==> src/include/mem_params.svh <==
// Memory subsystem parameters
`ifndef MEM_PARAMS_SVH
`define MEM_PARAMS_SVH

`define MEM_DATA_W   64
`define MEM_ADDR_W   32
`define MEM_STRB_W   8
`define MEM_ID_W     4

// Doublewords, so byte addresses 0 to 2047
`define MEM_DEPTH    256

// Fixed AXI IDs of the two masters
`define MEM_ID_FETCH 4'd0
`define MEM_ID_LSU   4'd1

`endif
==> src/hw/mem_pkg.sv <==
// Memory subsystem types
package mem_pkg;

  typedef enum logic [1:0] {
    RESP_OKAY   = 2'd0,
    RESP_SLVERR = 2'd2
  } axi_resp_e;

  // Owner of the arbiter grant
  typedef enum logic {
    M_FETCH = 1'b0,
    M_LSU   = 1'b1
  } master_e;

endpackage

==> src/hw/fetch_port.sv <==
// Instruction fetch read master
`timescale 1ns/1ps
`include "mem_params.svh"

module fetch_port (
  input  logic                   i_aclk,
  input  logic                   i_arst_n,
  // Core side
  input  logic                   i_if_req_valid,
  output logic                   o_if_req_ready,
  input  logic [`MEM_ADDR_W-1:0] i_if_addr,
  output logic                   o_if_rsp_valid,
  input  logic                   i_if_rsp_ready,
  output logic [`MEM_DATA_W-1:0] o_if_rdata,
  output logic                   o_if_err,
  // AXI read master
  output logic [`MEM_ID_W-1:0]   o_arid,
  output logic [`MEM_ADDR_W-1:0] o_araddr,
  output logic                   o_arvalid,
  input  logic                   i_arready,
  input  logic [`MEM_DATA_W-1:0] i_rdata,
  input  mem_pkg::axi_resp_e     i_rresp,
  input  logic                   i_rvalid,
  output logic                   o_rready
);

  typedef enum logic [1:0] {IDLE, BUS, RESP} state_e;

  state_e                 state;
  logic                   ar_pend;
  logic [`MEM_ADDR_W-1:0] addr_q;
  logic                   req_fire, r_fire;

  assign req_fire = i_if_req_valid & o_if_req_ready;
  assign r_fire   = i_rvalid & o_rready;

  // BUS covers both the AR and the R phase
  always_ff @(posedge i_aclk or negedge i_arst_n) begin
    if (!i_arst_n) begin
      state   <= IDLE;
      ar_pend <= 1'b0;
    end else begin
      case (state)
        IDLE: if (req_fire) begin
          state   <= BUS;
          ar_pend <= 1'b1;
        end
        BUS: begin
          if (o_arvalid && i_arready) begin
            ar_pend <= 1'b0;
          end
          if (r_fire) begin
            state <= RESP;
          end
        end
        RESP: if (i_if_rsp_ready) state <= IDLE;
        default: state <= IDLE;
      endcase
    end
  end

  always_ff @(posedge i_aclk) begin
    if (req_fire) begin
      addr_q <= i_if_addr;
    end
    if (r_fire) begin
      o_if_rdata <= i_rdata;
      o_if_err   <= i_rresp == mem_pkg::RESP_SLVERR;
    end
  end

  assign o_if_req_ready = state == IDLE;
  assign o_if_rsp_valid = state == RESP;
  assign o_arid         = `MEM_ID_FETCH;
  assign o_araddr       = addr_q;
  assign o_arvalid      = ar_pend;
  assign o_rready       = (state == BUS) && !ar_pend;

endmodule

==> config.mk <==
export PLATFORM = sky130hd
export DESIGN_NAME = fetch_port
export DESIGN_NICKNAME = d
export VERILOG_FILES = /design/src/hw/mem_pkg.sv /design/src/hw/fetch_port.sv
export VERILOG_INCLUDE_DIRS = /design/src /design/src/include
export SDC_FILE = /design/constraint.sdc
export NUM_CORES = 1
export LEC_CHECK = 0
export BUFFER_PORTS_ARGS = -buffer_cell sky130_fd_sc_hd__clkbuf_2
export CAP_MARGIN = 20
export CORE_AREA = 5 5 90 92
export DETAILED_ROUTE_END_ITERATION = 6
export DIE_AREA = 0 0 95 97
export PLACE_DENSITY = 0.8
export SLEW_MARGIN = 25
export SYNTH_ARGS = -nofsm -noshare
export SYNTH_HDL_FRONTEND = slang
export SYNTH_SLANG_ARGS = --single-unit
export TNS_END_PERCENT = 100
==> constraint.sdc <==
create_clock -name i_aclk -period 6.1 [get_ports i_aclk]
set_clock_uncertainty 0.05 [all_clocks]
set_input_delay 1.525 -clock i_aclk [delete_from_list [all_inputs] [get_ports i_aclk]]
set_output_delay 1.525 -clock i_aclk [all_outputs]
set_load 0.005 [all_outputs]
== After elaboration in Yosys (flattened, before gate mapping) ==
Index checks and enable logic that the tools add are counted.

* Bits in registers: 100
* Word-level logic and storage cells: 28

* Eq/ne operators: 7
* Mux-type cells: 7
* Bitwise gates (word level): 2
* Reduce and logical (&&, ||, !) cells: 7

{| class="wikitable"
|+ Operators by type and width
! cell !! count
|-
| two-way mux 2 bit || 3
|-
| one-hot mux 2 bit (3 select lines) || 1
|-
| AND reduction 3 bit || 2
|-
| == test 2 bit (second input constant) || 2
|-
| inequality test 2 x 1 -> 1 bit (second input constant) || 2
|-
| inequality test 2 bit (second input constant) || 2
|-
| bitwise AND 1 bit || 2
|-
| == test 2 x 1 -> 1 bit (second input constant) || 1
|-
| logical AND 1 bit || 2
|-
| logical NOT 2 bit || 1
|-
| two-way mux 1 bit || 2
|-
| one-hot mux 1 bit (2 select lines) || 1
|-
| nonzero test 2 bit || 1
|-
| logical NOT 1 bit || 1
|}

== Depth between registers and ports, before layout ==
* Depth in word-level cells: 5
* Mapped depth: 3
* Mapped depth without buffers: 3

== Worst setup path before layout ==
OpenSTA, ideal clock, no wires.

* Kind: input port to flip-flop
* Start: input port i_rvalid
* End: register o_if_err, enable pin
* Library setup time: 490 ps
* Data arrival time: 4368 ps
* Required time: 5560 ps
* Setup slack: 1193 ps
* Stages: 2
* Path through: nand3b_1 nor2_1

* Longest elaborated chain between the ends: 1

{| class="wikitable"
|+ Ends and longest elaborated chain
! what !! RTL line !! text
|-
| start, declared || fetch_port.sv:23 || <nowiki>input logic i_rvalid,</nowiki>
|-
| bitwise AND 1 bit || fetch_port.sv:35 || <nowiki>assign r_fire = i_rvalid & o_rready;</nowiki>
|-
| net r_fire || fetch_port.sv:32 || <nowiki>logic req_fire, r_fire;</nowiki>
|-
| end signal, assigned || fetch_port.sv:68 || <nowiki>o_if_err <= i_rresp == mem_pkg::RESP_SLVERR;</nowiki>
|-
| end, declared || fetch_port.sv:15 || <nowiki>output logic o_if_err,</nowiki>
|}

The timed path passes the listed nets, and every way through them passes these cells.
A chain may end at the register's enable or synchronous reset.

== Worst setup path after layout ==
* Start: input port i_rvalid
* End: register o_if_rdata[3], enable pin

* Longest elaborated chain between the ends: 1

{| class="wikitable"
|+ Ends and longest elaborated chain
! what !! RTL line !! text
|-
| bitwise AND 1 bit || fetch_port.sv:35 ||
|-
| net r_fire || fetch_port.sv:32 ||
|-
| end signal, assigned || fetch_port.sv:67 || <nowiki>o_if_rdata <= i_rdata;</nowiki>
|-
| end, declared || fetch_port.sv:14 || <nowiki>output logic [`MEM_DATA_W-1:0] o_if_rdata,</nowiki>
|}

The timed path passes the listed nets, and every way through them passes these cells.

==> flow_summary.yaml <==
worst_setup_path:
  cp-end-kind: "flip-flop"
  startpoint_type: "primary input"
  timing.rr.end: "o_if_rdata[3]"
  cp.required_ps: 6050
  path_cells: "clkbuf_2 > nand3b_1 > nor2_4 > buf_4"
  regToRegStartpoint: "o_arvalid"
  worstPathArrival_ps: 2980
  crit_family: "simple AND/OR/NAND/NOR gates"
  cp_num_cells: 4
  path_buf_inv: 2
  setup.worst_path.end: "o_if_rdata[3]"
  crit_slowest_cell: "nor2_4"
  critical-path-max-stage-delay_ps: 710
  reg2reg_depth: 3
  cp-startpoint: "i_rvalid"
  r2r_slack_ps: 3800
  worst-path-max-fanout: 35
  critPathKind: "primary input to flip-flop"
placement:
  io_buffers: 204
  place_ws_ps: 2680
  gp_congestion: 0.669
  dp.cells: 423
  post-dp-hpwl_um: 6090
yosys:
  syn_avg_cell_area_um2: 25.9
  synthCells: 120
  synth.cell_area_um2: 3100
  synth.distinct_cells: 14
  ys_seq_area_share_pct: 96.3
  yosys_warnings: 0
  yosys_register_bits: 100
pwr:
  total_power_uw: 1620
  vdd_drop_max_uv: 191
  p_leak_uw: 0.00193
  p_per_area_nw_per_um2: 366
sta:
  rsz0062_at_grt: "false"
  setup_tns_ps: 0
  fin_ws_ps: 3070
  min_period_ps: 3030
  worst_pin_slew_ps: 893
  slew-limit-headroom_pct: 40.3
  setup_viol: 0
  maxClockFrequency_ghz: 0.330
  hold_viol: 0
  drv_slew: 0
  period_share_pct: 49.7
run:
  drv_cap: 0
clock_network:
  cts_root_buf: "clkbuf_8"
  hold_buffers: 0
  clk_path_buf_depth: 2
  post_cts_buffers: 0
  insertion_delay_ps: 340
  htree_levels: 3
  clock-sinks: 100
  tritoncts: "done"
  cts_buffers: 9
  cts.clk_slew.worst_paths_ps: 80
  cts_resized: 0
routing:
  vias: 1948
  highest_layer: "met4"
  route.met3.wl_um: 1250
  first_pass_iters: 4
  wl_um: 7420
  drc: 0
  met2_wirelength_um: 3720
  met1_length_um: 2330
  drtAntennaViolNets: 0
  via_per_inst: 4.45
  drtIter0Drc: 55
  wire_per_inst_um: 16.9
finish:
  finish.utilization_pct: 62.0
  final_common_cell: "clkbuf_2"
  fillCellCount: 559
  register_area_um2: 2990
  syn_to_final_growth_pct: 42.6
  drive_gt1_share_pct: 64.6
  multiInputGateArea_um2: 95.1
  final_cell_mix: "clkbuf_2 (204), edfxtp_1 (97), clkbuf_8 (9), conb_1 (4)"
  antenna_cells: 0
  nNetsFinal: 439
  fin_cells: 438
die:
  boundaryPins: 209
  start_util_pct: 43.5
  dieArea_um2: 9220
  rows: 31
  core-area_um2: 7140
  die_x_um: 95
  die_h_um: 97
grt:
  grt_pass1_vias: 2079
  grt_util_all_layers_pct: 15.9
  antenna_found_initial: 0
  grt_first_pass_wirelength_um: 10800
  grt_max_degree: 36
  grt_overflow_total: 0
run_status:
  status: "finished clean"
min_path:
  hold_class: "flip-flop to flip-flop"
-- metrics by stage --
stage | cell area [µm²] | hold slack [ps]
floorplan | 3120 | 465
global placement | 4250 | 478
detailed placement | 4250 | 514
CTS | 4430 | 525
global route | 4430 | 568
finish | 4430 | 523
-- state kept, by name (all words and copies together), names as in the netlist --
| signal | cells |
|---|---|
| o_if_rdata | 64 |
| o_araddr | 32 |
| state | 2 |
| o_arvalid | 1 |
| o_if_err | 1 |
-- layout make-up --
type / instances / share of cell area (%)
Tap cell: 99 / 2.80
Clock buffer: 10 / 2.88
Timing Repair Buffer: 205 / 23.2
Clock inverter: 5 / 1.22
Sequential cell: 100 / 67.5
Multi-Input combinational cell: 16 / 2.15
Inverter: 3 / 0.254
-- power breakdown --
part           switching (µW)  total, µW  internal, µW
combinational             158        271           113
clock                     202        387           186
sequential               43.3        961           918
total                     403       1620          1220
-- layer usage --
metal	track usage, %	up-vias
li1	-	887
met3	8.69	10
met5	0	-
met4	6.99	0
met1	15.1	897
met2	27.7	154
-- worst min path at each step --
stage,start,endpoint,depth (start not counted)
after floorplan,state[0],o_arvalid,1
after global placement,state[0],o_arvalid,1
after detailed placement,state[0],o_arvalid,1
after CTS,state[0],o_arvalid,1
after global routing,state[0],o_arvalid,1
final,state[0],o_arvalid,1
-- cell usage after synthesis --
cell type,number,share of area (%)
o211a_1,1,0.32
nor2b_1,1,0.20
edfxtp_1,97,94
o21ai_0,2,0.32
inv_1,3,0.36
nor3b_1,1,0.24
dfrtp_1,3,2.4
conb_1,1,0.12
nand3b_1,1,0.24
nor2_1,3,0.36
and2_1,1,0.20
buf_4,4,0.97
a21o_1,1,0.24
a21oi_1,1,0.16
-- cell families (layout without fill, tap and decap cells) --
| logic type | after synthesis | in the layout | share of synthesized area [%] |
|---|---|---|---|
| flip-flops | 100 | 100 | 96.3 |
| other | 1 | 4 | 0.121 |
| AND/OR/NAND/NOR | 7 | 7 | 1.25 |
| AO/OA/AOI/OAI | 5 | 5 | 1.05 |
| buffers and inverters | 7 | 223 | 1.33 |
(Power assumes the default switching activity.)
