## src/include/mem_params.svh

```systemverilog
// Memory subsystem parameters
`ifndef MEM_PARAMS_SVH
`define MEM_PARAMS_SVH

`define MEM_DATA_W   64
`define MEM_ADDR_W   32
`define MEM_STRB_W   8
`define MEM_ID_W     4

// Doublewords, so byte addresses 0 to 2047
`define MEM_DEPTH    256

// Fixed AXI IDs of the two masters
`define MEM_ID_FETCH 4'd0
`define MEM_ID_LSU   4'd1

`endif
```

## src/hw/mem_pkg.sv

```systemverilog
// Memory subsystem types
package mem_pkg;

  typedef enum logic [1:0] {
    RESP_OKAY   = 2'd0,
    RESP_SLVERR = 2'd2
  } axi_resp_e;

  // Owner of the arbiter grant
  typedef enum logic {
    M_FETCH = 1'b0,
    M_LSU   = 1'b1
  } master_e;

endpackage

```

## src/hw/lsu_port.sv

```systemverilog
// Load/store AXI master
`timescale 1ns/1ps
`include "mem_params.svh"

module lsu_port (
  input  logic                   i_aclk,
  input  logic                   i_arst_n,
  // Core side
  input  logic                   i_ls_req_valid,
  output logic                   o_ls_req_ready,
  input  logic                   i_ls_we,
  input  logic [`MEM_ADDR_W-1:0] i_ls_addr,
  input  logic [`MEM_DATA_W-1:0] i_ls_wdata,
  input  logic [`MEM_STRB_W-1:0] i_ls_wstrb,
  output logic                   o_ls_rsp_valid,
  input  logic                   i_ls_rsp_ready,
  output logic [`MEM_DATA_W-1:0] o_ls_rdata,
  output logic                   o_ls_err,
  // AXI master
  output logic [`MEM_ID_W-1:0]   o_awid,
  output logic [`MEM_ADDR_W-1:0] o_awaddr,
  output logic                   o_awvalid,
  input  logic                   i_awready,
  output logic [`MEM_DATA_W-1:0] o_wdata,
  output logic [`MEM_STRB_W-1:0] o_wstrb,
  output logic                   o_wvalid,
  input  logic                   i_wready,
  input  mem_pkg::axi_resp_e     i_bresp,
  input  logic                   i_bvalid,
  output logic                   o_bready,
  output logic [`MEM_ID_W-1:0]   o_arid,
  output logic [`MEM_ADDR_W-1:0] o_araddr,
  output logic                   o_arvalid,
  input  logic                   i_arready,
  input  logic [`MEM_DATA_W-1:0] i_rdata,
  input  mem_pkg::axi_resp_e     i_rresp,
  input  logic                   i_rvalid,
  output logic                   o_rready
);

  typedef enum logic [2:0] {IDLE, AR, R, AW, W, B, RESP} state_e;

  state_e                 state;
  logic [`MEM_ADDR_W-1:0] addr_q;
  logic [`MEM_DATA_W-1:0] wdata_q;
  logic [`MEM_STRB_W-1:0] wstrb_q;
  logic                   req_fire;

  assign req_fire = i_ls_req_valid & o_ls_req_ready;

  always_ff @(posedge i_aclk or negedge i_arst_n) begin
    if (!i_arst_n) begin
      state <= IDLE;
    end else begin
      case (state)
        IDLE: if (req_fire) state <= i_ls_we ? AW : AR;
        AR:   if (i_arready) state <= R;
        R:    if (i_rvalid) state <= RESP;
        AW:   if (i_awready) state <= W;
        W:    if (i_wready) state <= B;
        B:    if (i_bvalid) state <= RESP;
        RESP: if (i_ls_rsp_ready) state <= IDLE;
        default: state <= IDLE;
      endcase
    end
  end

  // Stores report zero data
  always_ff @(posedge i_aclk) begin
    if (req_fire) begin
      addr_q  <= i_ls_addr;
      wdata_q <= i_ls_wdata;
      wstrb_q <= i_ls_wstrb;
    end
    if (o_rready && i_rvalid) begin
      o_ls_rdata <= i_rdata;
      o_ls_err   <= i_rresp == mem_pkg::RESP_SLVERR;
    end else if (o_bready && i_bvalid) begin
      o_ls_rdata <= '0;
      o_ls_err   <= i_bresp == mem_pkg::RESP_SLVERR;
    end
  end

  assign o_ls_req_ready = state == IDLE;
  assign o_ls_rsp_valid = state == RESP;
  assign o_arid         = `MEM_ID_LSU;
  assign o_awid         = `MEM_ID_LSU;
  assign o_araddr       = addr_q;
  assign o_awaddr       = addr_q;
  assign o_wdata        = wdata_q;
  assign o_wstrb        = wstrb_q;
  assign o_arvalid      = state == AR;
  assign o_rready       = state == R;
  assign o_awvalid      = state == AW;
  assign o_wvalid       = state == W;
  assign o_bready       = state == B;

endmodule

```

## config.mk

```make
export PLATFORM = sky130hd
export DESIGN_NAME = lsu_port
export DESIGN_NICKNAME = d
export VERILOG_FILES = /design/src/hw/mem_pkg.sv /design/src/hw/lsu_port.sv
export VERILOG_INCLUDE_DIRS = /design/src /design/src/include
export SDC_FILE = /design/constraint.sdc
export NUM_CORES = 1
export LEC_CHECK = 0
export ABC_AREA = 1
export ABC_CLOCK_PERIOD_IN_PS = 8000
export BUFFER_PORTS_ARGS = -buffer_cell sky130_fd_sc_hd__buf_2
export CAP_MARGIN = 10
export CORE_AREA = 2 2 155 157
export DETAILED_ROUTE_END_ITERATION = 10
export DIE_AREA = 0 0 157 159
export PLACE_DENSITY = 0.54
export SLEW_MARGIN = 15
export SYNTH_ARGS = -nofsm -noshare
export SYNTH_HDL_FRONTEND = slang
export SYNTH_SLANG_ARGS = --single-unit
```

## constraint.sdc

```tcl
create_clock -name i_aclk -period 8 [get_ports i_aclk]
set_clock_uncertainty 0.1 [all_clocks]
set_input_delay 1.2 -clock i_aclk [delete_from_list [all_inputs] [get_ports i_aclk]]
set_output_delay 1.2 -clock i_aclk [all_outputs]
set_load 0.05 [all_outputs]
```

# Word-level counts from Yosys, hierarchy flattened
# Cells that the tools add are included.
totals:
  regBits: 172
  inputBits: 182
  output_inout_bits: 216
  wordCells: 40
op_classes:
  n_eq_ne: 15
  muxes: 13
  bitwise: 1
  n_reduce_logical: 5
op_table:
  columns: ["op", "n"]
  rows:
  - ["2-to-1 mux 64 bit", 2]
  - ["2-to-1 mux 3 bit", 7]
  - ["one-hot mux 3 bit (7 select lines)", 1]
  - ["!= test 2 x 1 -> 1 bit (second input constant)", 5]
  - ["== test 3 bit (second input constant)", 3]
  - ["AND reduction 7 bit", 1]
  - ["== test 3 x 2 -> 1 bit (second input constant)", 2]
  - ["== test 2 bit (second input constant)", 2]
  - ["!= test 2 bit (second input constant)", 2]
  - ["== test 3 x 1 -> 1 bit (second input constant)", 1]
  - ["logical NOT 3 bit", 1]
  - ["logical AND 1 bit", 2]
  - ["2-to-1 mux 1 bit", 2]
  - ["2-to-1 mux 2 bit", 1]
  - ["nonzero test 2 bit", 1]
  - ["bitwise AND 1 bit", 1]

# Depth between registers and ports, before layout
depth:
  depth_word: 4
  mapped_depth: 9
  ltp_nobuf: 8

# Worst setup path after synthesis
# OpenSTA, ideal clock, no wires.
synth_timing:
  kind: "input to register"
  from: "input i_ls_req_valid"
  to: "register addr_q[0] (netlist: o_araddr[0]), enable pin"
  setup_ns: 0.568
  t_arrival_ns: 5.546
  required_ns: 7.332
  slack_ns: 1.786
  path_stages: 2
  cell_sequence: "inv_1 nor2_1"
synth_via:
  elab_chain_cells: 1
synth_rtl:
  columns: ["element", "line", "text"]
  rows:
  - ["start, declared", "lsu_port.sv:9", "input logic i_ls_req_valid,"]
  - ["bitwise AND 1 bit", "lsu_port.sv:49", "assign req_fire = i_ls_req_valid & o_ls_req_ready;"]
  - ["net req_fire", "lsu_port.sv:47", "logic req_fire;"]
  - ["end signal, assigned", "lsu_port.sv:71", "addr_q <= i_ls_addr;"]
  - ["end, declared", "lsu_port.sv:44", "logic [`MEM_ADDR_W-1:0] addr_q;"]
# The timed path passes the listed nets, and every way through them passes these cells.
# A chain may end at the register's enable or synchronous reset.

# Final worst setup path
layout_timing:
  from: "input i_ls_req_valid"
  to: "register wdata_q[54] (netlist: o_wdata[54]), enable pin"
layout_via:
  elab_chain_cells: 1
layout_rtl:
  columns: ["element", "line", "text"]
  rows:
  - ["bitwise AND 1 bit", "lsu_port.sv:49", null]
  - ["net req_fire", "lsu_port.sv:47", null]
  - ["end signal, assigned", "lsu_port.sv:72", "wdata_q <= i_ls_wdata;"]
  - ["end, declared", "lsu_port.sv:45", "logic [`MEM_DATA_W-1:0] wdata_q;"]
# The timed path passes the listed nets, and every way through them passes these cells.

==> flow_summary.toml <==
[outcome]
status = "completed"

[detailed_routing]
vias = 4251
wl_per_cell_um = 15.9
drtIter0Drc = 194
totalWireLength_um = 17700
drt_drc_violations_left = 0
ant_nets = 0
viasPerCell = 3.83
first_pass_iters = 5

[sta]
finalSetupViolCount = 0
post-route-min-period_ns = 3.05
maxSlewViolCount = 0
finalHoldViolations = 0
maxSlewHeadroom_pct = 36.8
post-route-period-util_pct = 38.1
tns_ns = 0
clock.fmax_mhz = 328
tightest_slew_ns = 0.946
hold_slack_ns = 0.461
rsz0062_at_grt = "no"
fin_ws_ns = 4.95

[synthesis]
synth-async-reset-ratio_pct = 1.74
synth_edf_count = 169
syn_avg_cell_area_um2 = 16.0
yosysWarnings = 0
synth.distinct_cells = 21
synth-main-ff-cell = "edfxtp_1"
synth_cells = 407
ys_ff_latch = 172
netlist_area_um2 = 6520
seq_area_frac_synth_pct = 79.0

[placement]
dpl-instance-area_um2 = 8530
gp_congestion = 0.759
pre_cts_ws_ns = 4.49
hpwl_um = 13800
portBuffers = 389

[setup_path]
worstSetupEndpointType = "flip-flop"
critPathArrivalTime_ns = 2.99
reg2reg_from = "state[1]"
max_stage_delay_ns = 0.83
critical_path_required_ns = 7.94
regToRegSetupSlack_ns = 5.02
cp_slowest_cell = "buf_4"
crit_start = "i_ls_req_valid"
startpoint_type = "input port"
crit_path_max_fanout = 72
path_cells = "buf_2 > inv_1 > nor2_4 > buf_4"
path_class = "input port to flip-flop"

[power_and_ir_drop]
sw_frac_of_total_pct = 45.3
powerDensity_nw_per_um2 = 381
power_switching_mw = 1.57
seqPwrFrac_pct = 38.0
p_int_mw = 1.90
irDropWorstVdd_mv = 0.153
leakagePower_nw = 4.01
p_comb_share_pct = 39.0
power_frac_clock_pct = 23.1

[finish]
finalNetCount = 959
fillers = 2263
drive_gt1_share_pct = 58.6
area_growth_syn_to_layout_pct = 39.6
fin_area_um2 = 9110

[clock_tree]
cts_hold_buf = 0
cts_buffers = 17
clock_latency_ns = 0.42
post_cts_buffers = 0
cts_max_level = 4
cts_resized = 0
root_buffer = "clkbuf_16"
cts_buffer_depth = 2
cts_tree = "built"
clk_pin_slew_ns = 0.07
clock_sinks = 172

[flow_run]
maxCapViolCount = 0

[die]
ios = 398
fp.dieH_um = 159
fp-row-count = 56
fp.dieW_um = 157
core_um2 = 23200
start_util_pct = 28.1
dieArea_um2 = 25000

[hold_path]
hold_class = "input port to asynchronous set/reset pin"

[global_routing]
grt_pass1_wl_um = 25100
grt_overflow = 0
grt_usage_pct = 13.7
grt_pass1_vias = 4168
grt_max_degree = 73
antenna_found_initial = 2
[cell usage in the layout (no fill, tap or decap)]
| cell type | count |
|---|---|
| clkinv_8 | 2 |
| clkinv_4 | 6 |
| ha_1 | 1 |
| nand2_2 | 1 |
| nand3b_1 | 2 |
| buf_2 | 389 |
| nor2_2 | 2 |
| inv_1 | 74 |
| nand2_4 | 1 |
| clkbuf_16 | 17 |
| dfrtp_1 | 3 |
| nor2_1 | 45 |
| edfxtp_1 | 169 |
| nand2_1 | 15 |
| o31ai_2 | 1 |
| nand3_2 | 1 |
| conb_1 | 8 |
| inv_8 | 5 |
| nand3_1 | 7 |
| diode_2 | 2 |
| nor3_1 | 2 |
| inv_6 | 1 |
| buf_4 | 3 |
| nor2_4 | 30 |
| inv_2 | 3 |
[flip-flops by register name (all words and copies together) (netlist names)]
signal and count:
o_ls_err 1, state 3, o_araddr 32, o_wdata 64, o_wstrb 8, o_ls_rdata 64
[cells in the mapped netlist (2+ instances only)]
cell	number	area share [%]
inv_2	3	0.17
buf_4	40	4.6
nor3_1	2	0.15
nand2_1	15	0.86
buf_12	3	0.92
nor2_4	29	5.0
nor2_1	46	2.6
edfxtp_1	169	78
conb_1	2	0.12
dfrtp_1	3	1.2
buf_2	4	0.31
nor2_2	2	0.19
inv_1	74	4.3
nand3b_1	2	0.23
nand3_1	7	0.54
[layout make-up]
cell class	instances	area, um2	area share, %
multi-input cells	116	718	7.89
repair buffers	392	1970	21.6
flip-flops and latches	172	5150	56.6
well taps	319	399	4.38
diodes	2	5.00	0.0550
clock buffers	17	425	4.67
inverters	77	289	3.17
clock inverters	14	150	1.65
[power groups by stage]
| stage | Combinational [mW] | Clock [mW] | Sequential, mW |
|---|---|---|---|
| 6_report | 1.35 | 0.800 | 1.32 |
| 5_1_grt | 1.42 | 0.860 | 1.34 |
| 4_1_cts | 1.37 | 0.826 | 1.32 |
| 3_5_place_dp | 1.37 | 0 | 1.34 |
| 3_3_place_gp | 1.37 | 0 | 1.33 |
| 2_1_floorplan | 0.407 | 0 | 2.02 |
[worst paths after layout]
path	end	depth (start not counted)
hold reg to reg	state[0]	2
min in group i_aclk	state[0]	2
setup reg to reg	o_wdata[54]	4
hold / removal	state[1]	1
setup / recovery	o_wdata[54]	4
max in group asynchronous	state[0]	1
[per-stage QoR]
step                      util, %  instances  total power, mW
after detailed placement     36.8       1076             2.71
after CTS                    39.2       1107             3.52
final                        39.3       1109             3.47
after global routing         39.3       1108             3.62
after floorplan                 -        413             2.43
after global placement       36.8       1076             2.71
[cell families after synthesis]
| kind of cell | count (synthesis) | synth area share (%) |
|---|---|---|
| adders and majority gates | 1 | 0.192 |
| other | 2 | 0.115 |
| AOI/OAI and AO/OA | 1 | 0.192 |
| DFF | 172 | 79.0 |
| and+or+nand+nor | 106 | 10.1 |
| buffers and inverters | 125 | 10.5 |
[critical path: cells and delay by family]
family / cells / cell delay, ns
and+or+nand+nor: 1 / 0.74
buffers and inverters: 3 / 0.97
[layer usage]
metal  track usage (%)  vias up  wire [um]
met3              6.53       14       1950
li1                  -     2030          -
met5                 0        -          7
met1              14.8     1979       6480
met4              3.79        2        225
met2              23.7      226       9000
Note: power is estimated with default switching activity, not from simulation.
