**config.mk**
```make
export PLATFORM = sky130hd
export DESIGN_NAME = axi_arbiter
export DESIGN_NICKNAME = d
export VERILOG_FILES = /design/src/hw/mem_pkg.sv /design/src/hw/axi_arbiter.sv
export VERILOG_INCLUDE_DIRS = /design/src /design/src/include
export SDC_FILE = /design/constraint.sdc
export NUM_CORES = 1
export LEC_CHECK = 0
export ABC_AREA = 1
export ABC_CLOCK_PERIOD_IN_PS = 1500
export BUFFER_PORTS_ARGS = -buffer_cell sky130_fd_sc_hd__buf_2
export CORE_AREA = 2 2 262 264
export DETAILED_ROUTE_END_ITERATION = 7
export DIE_AREA = 0 0 264 266
export PLACE_DENSITY = 0.3
export SLEW_MARGIN = 20
export SYNTH_ARGS = -nofsm -noshare
export SYNTH_HDL_FRONTEND = slang
export SYNTH_SLANG_ARGS = --single-unit
```
**constraint.sdc**
```tcl
create_clock -name i_aclk -period 1.5 [get_ports i_aclk]
set_input_delay 0.15 -clock i_aclk [delete_from_list [all_inputs] [get_ports i_aclk]]
set_output_delay 0.15 -clock i_aclk [all_outputs]
set_load 0.01 [all_outputs]
```
**src/include/mem_params.svh**
```systemverilog
// Memory subsystem parameters
`ifndef MEM_PARAMS_SVH
`define MEM_PARAMS_SVH

`define MEM_DATA_W   64
`define MEM_ADDR_W   32
`define MEM_STRB_W   8
`define MEM_ID_W     4

// Doublewords, so byte addresses 0 to 2047
`define MEM_DEPTH    256

// Fixed AXI IDs of the two masters
`define MEM_ID_FETCH 4'd0
`define MEM_ID_LSU   4'd1

`endif
```
**src/hw/mem_pkg.sv**
```systemverilog
// Memory subsystem types
package mem_pkg;

  typedef enum logic [1:0] {
    RESP_OKAY   = 2'd0,
    RESP_SLVERR = 2'd2
  } axi_resp_e;

  // Owner of the arbiter grant
  typedef enum logic {
    M_FETCH = 1'b0,
    M_LSU   = 1'b1
  } master_e;

endpackage

```
**src/hw/axi_arbiter.sv**
```systemverilog
// Two-to-one AXI arbiter
`timescale 1ns/1ps
`include "mem_params.svh"

module axi_arbiter (
  input  logic                   i_aclk,
  input  logic                   i_arst_n,
  // Master 0
  input  logic [`MEM_ID_W-1:0]   i_m0_awid,
  input  logic [`MEM_ADDR_W-1:0] i_m0_awaddr,
  input  logic                   i_m0_awvalid,
  output logic                   o_m0_awready,
  input  logic [`MEM_DATA_W-1:0] i_m0_wdata,
  input  logic [`MEM_STRB_W-1:0] i_m0_wstrb,
  input  logic                   i_m0_wvalid,
  output logic                   o_m0_wready,
  output mem_pkg::axi_resp_e     o_m0_bresp,
  output logic                   o_m0_bvalid,
  input  logic                   i_m0_bready,
  input  logic [`MEM_ID_W-1:0]   i_m0_arid,
  input  logic [`MEM_ADDR_W-1:0] i_m0_araddr,
  input  logic                   i_m0_arvalid,
  output logic                   o_m0_arready,
  output logic [`MEM_DATA_W-1:0] o_m0_rdata,
  output mem_pkg::axi_resp_e     o_m0_rresp,
  output logic                   o_m0_rvalid,
  input  logic                   i_m0_rready,
  // Master 1
  input  logic [`MEM_ID_W-1:0]   i_m1_awid,
  input  logic [`MEM_ADDR_W-1:0] i_m1_awaddr,
  input  logic                   i_m1_awvalid,
  output logic                   o_m1_awready,
  input  logic [`MEM_DATA_W-1:0] i_m1_wdata,
  input  logic [`MEM_STRB_W-1:0] i_m1_wstrb,
  input  logic                   i_m1_wvalid,
  output logic                   o_m1_wready,
  output mem_pkg::axi_resp_e     o_m1_bresp,
  output logic                   o_m1_bvalid,
  input  logic                   i_m1_bready,
  input  logic [`MEM_ID_W-1:0]   i_m1_arid,
  input  logic [`MEM_ADDR_W-1:0] i_m1_araddr,
  input  logic                   i_m1_arvalid,
  output logic                   o_m1_arready,
  output logic [`MEM_DATA_W-1:0] o_m1_rdata,
  output mem_pkg::axi_resp_e     o_m1_rresp,
  output logic                   o_m1_rvalid,
  input  logic                   i_m1_rready,
  // Slave
  output logic [`MEM_ID_W-1:0]   o_s_awid,
  output logic [`MEM_ADDR_W-1:0] o_s_awaddr,
  output logic                   o_s_awvalid,
  input  logic                   i_s_awready,
  output logic [`MEM_DATA_W-1:0] o_s_wdata,
  output logic [`MEM_STRB_W-1:0] o_s_wstrb,
  output logic                   o_s_wvalid,
  input  logic                   i_s_wready,
  input  logic [`MEM_ID_W-1:0]   i_s_bid,
  input  mem_pkg::axi_resp_e     i_s_bresp,
  input  logic                   i_s_bvalid,
  output logic                   o_s_bready,
  output logic [`MEM_ID_W-1:0]   o_s_arid,
  output logic [`MEM_ADDR_W-1:0] o_s_araddr,
  output logic                   o_s_arvalid,
  input  logic                   i_s_arready,
  input  logic [`MEM_ID_W-1:0]   i_s_rid,
  input  logic [`MEM_DATA_W-1:0] i_s_rdata,
  input  mem_pkg::axi_resp_e     i_s_rresp,
  input  logic                   i_s_rlast,
  input  logic                   i_s_rvalid,
  output logic                   o_s_rready
);

  mem_pkg::master_e      grant_q, sel;
  logic                  open_q, open_fire, close_fire;
  logic                  req0, req1, m1_sel;
  logic [`MEM_ID_W-1:0]  exp_id;

  assign req0 = i_m0_arvalid | i_m0_awvalid;
  assign req1 = i_m1_arvalid | i_m1_awvalid;

  // Last-served master loses a tie
  always_comb begin
    if (open_q) begin
      sel = grant_q;
    end else if (req1 && (!req0 || grant_q == mem_pkg::M_FETCH)) begin
      sel = mem_pkg::M_LSU;
    end else begin
      sel = mem_pkg::M_FETCH;
    end
  end

  assign open_fire  = (o_s_arvalid & i_s_arready) | (o_s_awvalid & i_s_awready);
  assign close_fire = (i_s_rvalid & o_s_rready) | (i_s_bvalid & o_s_bready);

  always_ff @(posedge i_aclk or negedge i_arst_n) begin
    if (!i_arst_n) begin
      open_q  <= 1'b0;
      grant_q <= mem_pkg::M_LSU;
    end else if (open_fire) begin
      open_q  <= 1'b1;
      grant_q <= sel;
    end else if (close_fire) begin
      open_q <= 1'b0;
    end
  end

  // --------------------
  // Request path, address valids blocked while open
  assign m1_sel      = sel == mem_pkg::M_LSU;
  assign o_s_awvalid = !open_q & (m1_sel ? i_m1_awvalid : i_m0_awvalid);
  assign o_s_awid    = m1_sel ? i_m1_awid : i_m0_awid;
  assign o_s_awaddr  = m1_sel ? i_m1_awaddr : i_m0_awaddr;
  assign o_s_wvalid  = m1_sel ? i_m1_wvalid : i_m0_wvalid;
  assign o_s_wdata   = m1_sel ? i_m1_wdata : i_m0_wdata;
  assign o_s_wstrb   = m1_sel ? i_m1_wstrb : i_m0_wstrb;
  assign o_s_bready  = m1_sel ? i_m1_bready : i_m0_bready;
  assign o_s_arvalid = !open_q & (m1_sel ? i_m1_arvalid : i_m0_arvalid);
  assign o_s_arid    = m1_sel ? i_m1_arid : i_m0_arid;
  assign o_s_araddr  = m1_sel ? i_m1_araddr : i_m0_araddr;
  assign o_s_rready  = m1_sel ? i_m1_rready : i_m0_rready;

  // --------------------
  // Response path
  assign o_m0_awready = !m1_sel & !open_q & i_s_awready;
  assign o_m0_arready = !m1_sel & !open_q & i_s_arready;
  assign o_m0_wready  = !m1_sel & i_s_wready;
  assign o_m0_bvalid  = !m1_sel & i_s_bvalid;
  assign o_m0_rvalid  = !m1_sel & i_s_rvalid;
  assign o_m1_awready = m1_sel & !open_q & i_s_awready;
  assign o_m1_arready = m1_sel & !open_q & i_s_arready;
  assign o_m1_wready  = m1_sel & i_s_wready;
  assign o_m1_bvalid  = m1_sel & i_s_bvalid;
  assign o_m1_rvalid  = m1_sel & i_s_rvalid;
  assign o_m0_bresp   = i_s_bresp;
  assign o_m1_bresp   = i_s_bresp;
  assign o_m0_rdata   = i_s_rdata;
  assign o_m1_rdata   = i_s_rdata;
  assign o_m0_rresp   = i_s_rresp;
  assign o_m1_rresp   = i_s_rresp;

  assign exp_id = (grant_q == mem_pkg::M_LSU) ? `MEM_ID_LSU : `MEM_ID_FETCH;

  // Slave responds only inside an open grant
  assert property (@(posedge i_aclk) disable iff (!i_arst_n)
    (i_s_rvalid || i_s_bvalid) |-> open_q);
  // Returned IDs belong to the granted master
  assert property (@(posedge i_aclk) disable iff (!i_arst_n)
    i_s_rvalid |-> i_s_rlast && i_s_rid == exp_id);
  assert property (@(posedge i_aclk) disable iff (!i_arst_n)
    i_s_bvalid |-> i_s_bid == exp_id);

endmodule

```
Word-level counts from Yosys, hierarchy flattened. Index checks and enable logic that the tools add are counted.

Word-level logic and storage cells: 46. Output and inout port bits: 295. Input bits: 382. Register bits after elaboration: 2.

Reductions and logical operators: 6. Mux-type cells: 15. Bitwise logic cells: 23.

Operators with widths (number): two-way mux 32 bit (2); two-way mux 64 bit (1); AND 1 bit (18); two-way mux 1 bit (9); two-way mux 4 bit (2); two-way mux 8 bit (1); bitwise OR 1 bit (4); zero test 1 bit (3); nonzero test 2 bit (1); logical AND 1 bit (1); logical OR 1 bit (1); NOT 1 bit (1).

Logic depth before layout (Yosys ltp). Gate-level depths: netlist of the first run.

Depth after elaboration: 11. Gate-level depth with buffers: 9. Mapped depth without buffers: 8.

Least setup slack after synthesis of the first run. Ideal clock, no wire load.

Kind: reg2out. Start point: register grant_q. End point: output port o_s_araddr[0]. Required time: 1350 ps. Path buffers: 2. Setup slack: 80 ps. Cell stages (with the launch flop): 10. Arrival: 1270 ps. Cells stage by stage: dfstp_2 -> o21ai_2 -> nand2_2 -> nand2_4 -> nand2_4 -> inv_2 -> buf_6 -> buf_6 -> nand2_1 -> nand2_1.

Cells in the longest elaborated chain, start to end: 6.

RTL lines: from (decl) (line axi_arbiter.sv:73) `mem_pkg::master_e grant_q, sel;`; from (signal assigned) (line axi_arbiter.sv:98) `grant_q <= mem_pkg::M_LSU;`; from (signal assigned) (line axi_arbiter.sv:101) `grant_q <= sel;`; NOT 1 bit (line axi_arbiter.sv:85) `end else if (req1 && (!req0 || grant_q == mem_pkg::M_FETCH)) begin`; logical OR 1 bit (line axi_arbiter.sv:85); logical AND 1 bit (line axi_arbiter.sv:85); two-way mux 1 bit (line axi_arbiter.sv:85); two-way mux 1 bit (*) (line axi_arbiter.sv:83) `if (open_q) begin`; two-way mux 32 bit (*) (line axi_arbiter.sv:119) `assign o_s_araddr = m1_sel ? i_m1_araddr : i_m0_araddr;`; to (decl) (line axi_arbiter.sv:62) `` output logic [`MEM_ADDR_W-1:0] o_s_araddr, ``.

Mark *: on every way between the ends. The rest lies on a longest branch, timed or not.

Worst setup path in the final report of the first run.
Start point: register grant_q. End point: output port o_s_wdata[27].

Cells in the longest elaborated chain, start to end: 6.

RTL lines: NOT 1 bit (line axi_arbiter.sv:85); logical OR 1 bit (line axi_arbiter.sv:85); logical AND 1 bit (line axi_arbiter.sv:85); two-way mux 1 bit (line axi_arbiter.sv:85); two-way mux 1 bit (*) (line axi_arbiter.sv:83); two-way mux 64 bit (*) (line axi_arbiter.sv:114) `assign o_s_wdata = m1_sel ? i_m1_wdata : i_m0_wdata;`; to (decl) (line axi_arbiter.sv:53) `` output logic [`MEM_DATA_W-1:0] o_s_wdata, ``.

Marks and branches as above.

==> results of run 1 <==
## cells by family (layout without fill, tap and decap cells)
family / after synthesis / count (layout) / share of synthesized area [%]
compound gates: 2 / 2 / 0.4325
simple gates: 471 / 471 / 56.86
buf+inv: 181 / 539 / 41.09
flops: 2 / 2 / 1.612
other cells: 0 / 3 / 0
## synthesized netlist by cell type (2+ instances only)
cell type	number	share of area, %
nand2_4	2	0.71
buf_2	19	3.0
buf_4	137	32
nand4_1	2	0.39
nand3_1	7	1.1
and2_1	2	0.39
buf_6	12	4.2
nand2_1	446	53
nor2_1	10	1.2
inv_1	12	1.4
## metrics by stage
| step | utilization [%] | power, mW |
|---|---|---|
| 2_1_floorplan | - | 5.865 |
| 5_1_grt | 9.357 | 13.94 |
| 3_3_place_gp | 8.466 | 10.16 |
| 4_1_cts | 8.742 | 11.17 |
| 3_5_place_dp | 8.466 | 10.03 |
| 6_report | 9.360 | 12.71 |
## state kept, by name (all words and copies together), names as in the netlist
register  cells
grant_q       1
open_q        1
## layer usage
layer  part of all wire [%]  up-vias  track usage [%]
met4                    4.2        4            2.119
li1                       -     2531                -
met5                   0.12        -           0.3465
met1                     36     2082            4.624
met2                     47      485            10.09
met3                     13       41            2.606
## area by class of cell
type / count / share of cell area, %
antenna: 3 / 0.1184
clock buffer: 4 / 1.243
inverter: 13 / 0.9669
multi-input combinational: 473 / 30.66
sequential: 2 / 0.8090
tap: 882 / 17.40
timing repair buffer: 522 / 48.80
## path summary, 6_finish.rpt
| check | start | to | slack (ns) | cells after the start |
|---|---|---|---|---|
| min reg2reg | grant_q$_DFFE_PN1P_ | grant_q$_DFFE_PN1P_ | 0.54 | 2 |
| max in group asynchronous | i_arst_n | grant_q$_DFFE_PN1P_ | 1.06 | 2 |
| min | i_s_bvalid | open_q$_DFFE_PN0P_ | 0.24 | 4 |
| max | grant_q$_DFFE_PN1P_ | o_s_wdata[27] | -0.43 | 9 |
| max reg2reg | grant_q$_DFFE_PN1P_ | open_q$_DFFE_PN0P_ | -0.10 | 11 |
| min in group asynchronous | i_arst_n | open_q$_DFFE_PN0P_ | 0.25 | 2 |
## where the power goes
group	internal, mW	switching, mW
Clock	0.350	0.0700
Combinational	5.26	6.92
Sequential	0.0923	0.0232
## repair_timing
| action | in CTS | in global routing |
|---|---|---|
| endpoints found under the setup margin | 160 | 160 |
| pin swaps | 0 | 2 |
| gates resized for setup | 13 | 68 |
| buffers inserted | 0 | 6 |
| cloned | 2 | 7 |
| hold endpoints to repair | 2 | 0 |
| hold buffers | 1 | 0 |
## tightest hold or removal path, cell delays in order
cell     delay, ns
buf_2         0.10
nand3_2       0.07
nand3_2       0.06
nand2_1       0.04
==> impl_metrics.py, run 1 <==
metrics = {
    "floorplanning": {
        "core_area_mm2": 0.06775,
        "fp.dieH_um": 266,
        "dieWidth_um": 264,
        "start_util_pct": 4.697,
        "top_level_ports": 677,
        "fp-row-count": 96,
        "die_area_mm2": 0.07022,
    },
    "route": {
        "wl_mm": 22.97,
        "drt_iter0_drc": 154,
        "dr.pass1.iters": 4,
        "ant_nets": 0,
        "dr_total_vias": 5143,
        "wl_per_cell_um": 12.10,
        "via_per_inst": 2.708,
        "remaining_drc_errors": 0,
    },
    "layout": {
        "nNetsFinal": 1397,
        "multi_input_area_mm2": 0.001944,
        "syn2layout_area_growth_pct": 99.29,
        "seq_area_um2": 51.30,
        "drive_gt1_share_pct": 55.62,
        "mostFrequentLayoutCells": "buf_2, nand2_1, buf_4, nand2_2, buf_6",
        "fill_cells": 8042,
        "fin_area_mm2": 0.006341,
        "final_common_cell": "buf_2",
        "finalNonFillerCells": 1899,
    },
    "sta": {
        "max_freq_mhz": 517.0,
        "rsz0062_at_grt": "true",
        "drv_slew": 0,
        "setup_ws_ns": -0.4343,
        "fin_skew_ns": 0.002414,
        "relSlewSlack_pct": 84.38,
        "worstMarginPinSlew_ns": 0.2343,
        "tns_ns": -58.14,
        "finalCriticalPeriod_ns": 1.934,
        "whs_ns": 0.2416,
        "finalHoldViolCount": 0,
        "setup_viol": 160,
        "period_share_pct": 129.0,
    },
    "clock_network": {
        "clkTransAtPathRegs_ns": 0.03,
        "clock-sinks": 2,
        "clk-insertion-delay-late_ns": 0.22,
        "root_buffer": "clkbuf_16",
        "cts_buffer_depth": 2,
        "htreeDepth": 1,
        "numCtsBuffers": 3,
        "cts_tree": "yes",
    },
    "setup_path": {
        "critPathRequiredTime_ns": 1.35,
        "cp_max_fo": 25,
        "cp_slowest_cell": "dfstp_2",
        "critPathLaunchType": "flop",
        "cp-end-kind": "output pin",
        "cpMostUsedCell": "nand2_1",
        "path_class": "reg2out",
        "cp_top_family": "flip-flops",
        "crit_chain": "o21ai_2 -> nand2_2 -> nand2_4 -> nand2_8 -> buf_16 -> buf_6 -> nand2_1 -> nand2_1 -> buf_2",
        "slowest_delay_ns": 0.53,
        "critPathArrivalTime_ns": 1.78,
        "path_buf_inv": 3,
    },
    "global_route": {
        "grtUsageTotal_pct": 5.264,
        "grt_pass1_vias": 4917,
        "grt_pass1_wl_mm": 28.15,
        "grt_max_degree": 51,
        "grt_overflow": 0,
        "antenna_found_initial": 6,
    },
    "worst_hold_path": {
        "hold_class": "in2reg",
    },
    "synthesis": {
        "ys.warnings.count": 0,
        "synth-async-reset-ratio_pct": 100.0,
        "syn_area_per_cell_um2": 4.850,
        "ys_types": 17,
        "synthFlopType": "dfstp_2",
        "syn_inst": 656,
        "synth_area_mm2": 0.003182,
        "ys_seq_area_share_pct": 1.612,
        "ys_seq_elements": 2,
        "syn-num-nets": 1038,
        "synth_edf_count": 0,
    },
    "place": {
        "post-place-cells": 1877,
        "preCtsSetupSlack_ns": -0.2958,
        "dpl-instance-area_mm2": 0.005736,
        "post-dp-hpwl_mm": 17.22,
        "port_buffers": 463,
        "place.gp.congestion": 0.8256,
    },
    "power": {
        "peakVddDrop_mv": 0.8043,
        "leakage_nw": 3.791,
        "p_per_area_mw_per_mm2": 2005,
    },
    "status": {
        "failed_checks": "negative setup slack",
        "outcome": "complete, but fails checks",
    },
    "run": {
        "drv_cap": 0,
    },
}
(Power assumes the default switching activity.)
==> run 2, diff against run 1 <==
--- a/config.mk
+++ b/config.mk
@@ -9,10 +9,12 @@
 export ABC_AREA = 1
 export ABC_CLOCK_PERIOD_IN_PS = 1500
 export BUFFER_PORTS_ARGS = -buffer_cell sky130_fd_sc_hd__buf_2
-export CORE_AREA = 2 2 262 264
+export CELL_PAD_IN_SITES_DETAIL_PLACEMENT = 1
+export CELL_PAD_IN_SITES_GLOBAL_PLACEMENT = 1
+export CORE_AREA = 2 2 265 267
 export DETAILED_ROUTE_END_ITERATION = 7
-export DIE_AREA = 0 0 264 266
-export PLACE_DENSITY = 0.3
+export DIE_AREA = 0 0 267 269
+export PLACE_DENSITY = 0.36
 export SLEW_MARGIN = 20
 export SYNTH_ARGS = -nofsm -noshare
 export SYNTH_HDL_FRONTEND = slang
==> run 2 against run 1 <==
The run still ends with negative setup slack left. Die area rose by 2.3%. Setup slack lost 0.028 ns. Sequential cell count unchanged. Critical path type unchanged. Largest power group unchanged.
==> impl_metrics.py, run 2 (synthesized netlist as in run 1, its figures left out) <==
metrics = {
    "clock_network": {
        "htreeDepth": 1,
        "cts_tree": "yes",
        "cts_buffer_depth": 2,
        "clk-insertion-delay-late_ns": 0.22,
        "clkTransAtPathRegs_ns": 0.03,
        "numCtsBuffers": 3,
        "root_buffer": "clkbuf_16",
        "clock-sinks": 2,
    },
    "setup_path": {
        "reg2regPathDepth": 11,
        "reg2reg_from": "grant_q$_DFFE_PN1P_",
        "crit_path_start": "grant_q$_DFFE_PN1P_",
        "path_class": "reg2out",
        "cp-endpoint": "o_s_wdata[20]",
        "critPathArrivalTime_ns": 1.81,
        "critPathLaunchType": "flop",
        "regToRegSetupSlack_ns": -0.04,
        "cp_max_fo": 16,
        "cp-end-kind": "output pin",
        "r2r_end": "open_q$_DFFE_PN0P_",
        "critPathRequiredTime_ns": 1.35,
    },
    "floorplanning": {
        "dieWidth_um": 267,
        "fp-row-count": 97,
        "core_area_mm2": 0.06930,
        "fp.dieH_um": 269,
        "top_level_ports": 677,
        "start_util_pct": 4.591,
        "die_area_mm2": 0.07182,
    },
    "worst_hold_path": {
        "hold_class": "in2reg",
    },
    "layout": {
        "seq_area_um2": 51.30,
        "syn2layout_area_growth_pct": 117.1,
        "fin_util_pct": 9.968,
        "final_common_cell": "buf_2",
        "finalNonFillerCells": 1962,
        "multi_input_area_mm2": 0.002120,
        "mostFrequentLayoutCells": "buf_2, nand2_1, buf_6, nand2_2, buf_4",
        "reg_top3": "grant_q (1), open_q (1)",
        "drive_gt1_share_pct": 59.59,
        "diodes": 0,
        "nNetsFinal": 1405,
        "fill_cells": 8605,
    },
    "route": {
        "via_per_inst": 2.640,
        "drt_iter0_drc": 67,
        "wl_per_cell_um": 10.89,
        "remaining_drc_errors": 0,
        "ant_nets": 0,
        "dr_total_vias": 5180,
        "wl_mm": 21.36,
        "dr.pass1.iters": 5,
    },
    "status": {
        "failed_checks": "negative setup slack",
        "outcome": "complete, but fails checks",
    },
    "place": {
        "preCtsSetupSlack_ns": -0.2396,
        "port_buffers": 463,
        "post-place-cells": 1935,
        "post-dp-hpwl_mm": 17.37,
        "place.gp.congestion": 0.7238,
    },
    "sta": {
        "tns_ns": -58.80,
        "drv_slew": 0,
        "setup_viol": 160,
        "period_share_pct": 130.8,
        "worstMarginPinSlew_ns": 0.1929,
        "fin_skew_ns": 0.002339,
        "finalCriticalPeriod_ns": 1.962,
        "max_freq_mhz": 509.7,
        "relSlewSlack_pct": 87.01,
        "setup_ws_ns": -0.4618,
        "finalHoldViolCount": 0,
        "rsz0062_at_grt": "true",
    },
    "global_route": {
        "grt_overflow": 0,
        "antenna_found_initial": 1,
        "grtUsageTotal_pct": 4.842,
        "grt_max_degree": 24,
        "grt_pass1_wl_mm": 27.41,
        "grt_pass1_vias": 5018,
    },
    "power": {
        "peakVddDrop_mv": 0.8624,
        "p_per_area_mw_per_mm2": 2031,
        "leakage_nw": 4.002,
    },
    "run": {
        "drv_cap": 0,
    },
}
-- run 2: power by group --
part           total [mW]  switching, mW  internal (mW)
Clock               0.414         0.0642          0.350
Combinational        13.5           7.11           6.38
Sequential          0.119         0.0268         0.0921
-- run 2: worst min-delay path by stage --
stage,startpoint,to,slack (ns),depth (start not counted)
after global placement,i_arst_n,open_q$_DFFE_PN0P_,-0.05,1
after global routing,i_s_rvalid,open_q$_DFFE_PN0P_,0.28,4
after floorplan,i_arst_n,open_q$_DFFE_PN0P_,-0.15,0
after detailed placement,i_arst_n,open_q$_DFFE_PN0P_,-0.05,1
final,i_s_rvalid,open_q$_DFFE_PN0P_,0.25,4
after CTS,i_arst_n,open_q$_DFFE_PN0P_,0.27,2
-- run 2: timing repair --
item,4_1_cts,5_1_grt
pin swaps,1,29
hold buffers,1,0
gates resized for setup,37,125
hold endpoints to repair,2,0
buffers inserted,5,11
endpoints found under the setup margin,158,160
cloned,1,7
-- run 2: stage by stage --
step	cell area [um^2]	hold WS (ns)	total power, mW
floorplan	3182	-0.1456	5.865
global placement	5858	-0.05351	10.58
detailed placement	5858	-0.04940	10.46
CTS	6161	0.2701	11.83
global route	6908	0.2755	15.34
finish	6908	0.2520	14.03
-- run 2: layer usage --
metal	part of all wire, %	track usage [%]	up-vias
met1	35	4.707	2167
met3	14	2.594	18
met2	49	8.988	454
li1	-	-	2539
met5	0.061	0	-
met4	1.8	1.093	2
-- run 2: cell type report --
| class | count | area share, % |
|---|---|---|
| well taps | 940 | 17.03 |
| repair buffers | 530 | 49.63 |
| multi-input cells | 473 | 30.68 |
| clock buffers | 4 | 1.141 |
| inverters | 13 | 0.7788 |
| flip-flops and latches | 2 | 0.7426 |
-- run 2: critical path: stages, from the launching register on --
cell and delay, ns:
dfstp_2 0.53, o21ai_2 0.07, nand2_2 0.10, nand2_4 0.08
nand2_8 0.11, inv_6 0.06, buf_16 0.16, clkbuf_16 0.19
nand2_1 0.07, nand2_1 0.05, buf_2 0.13
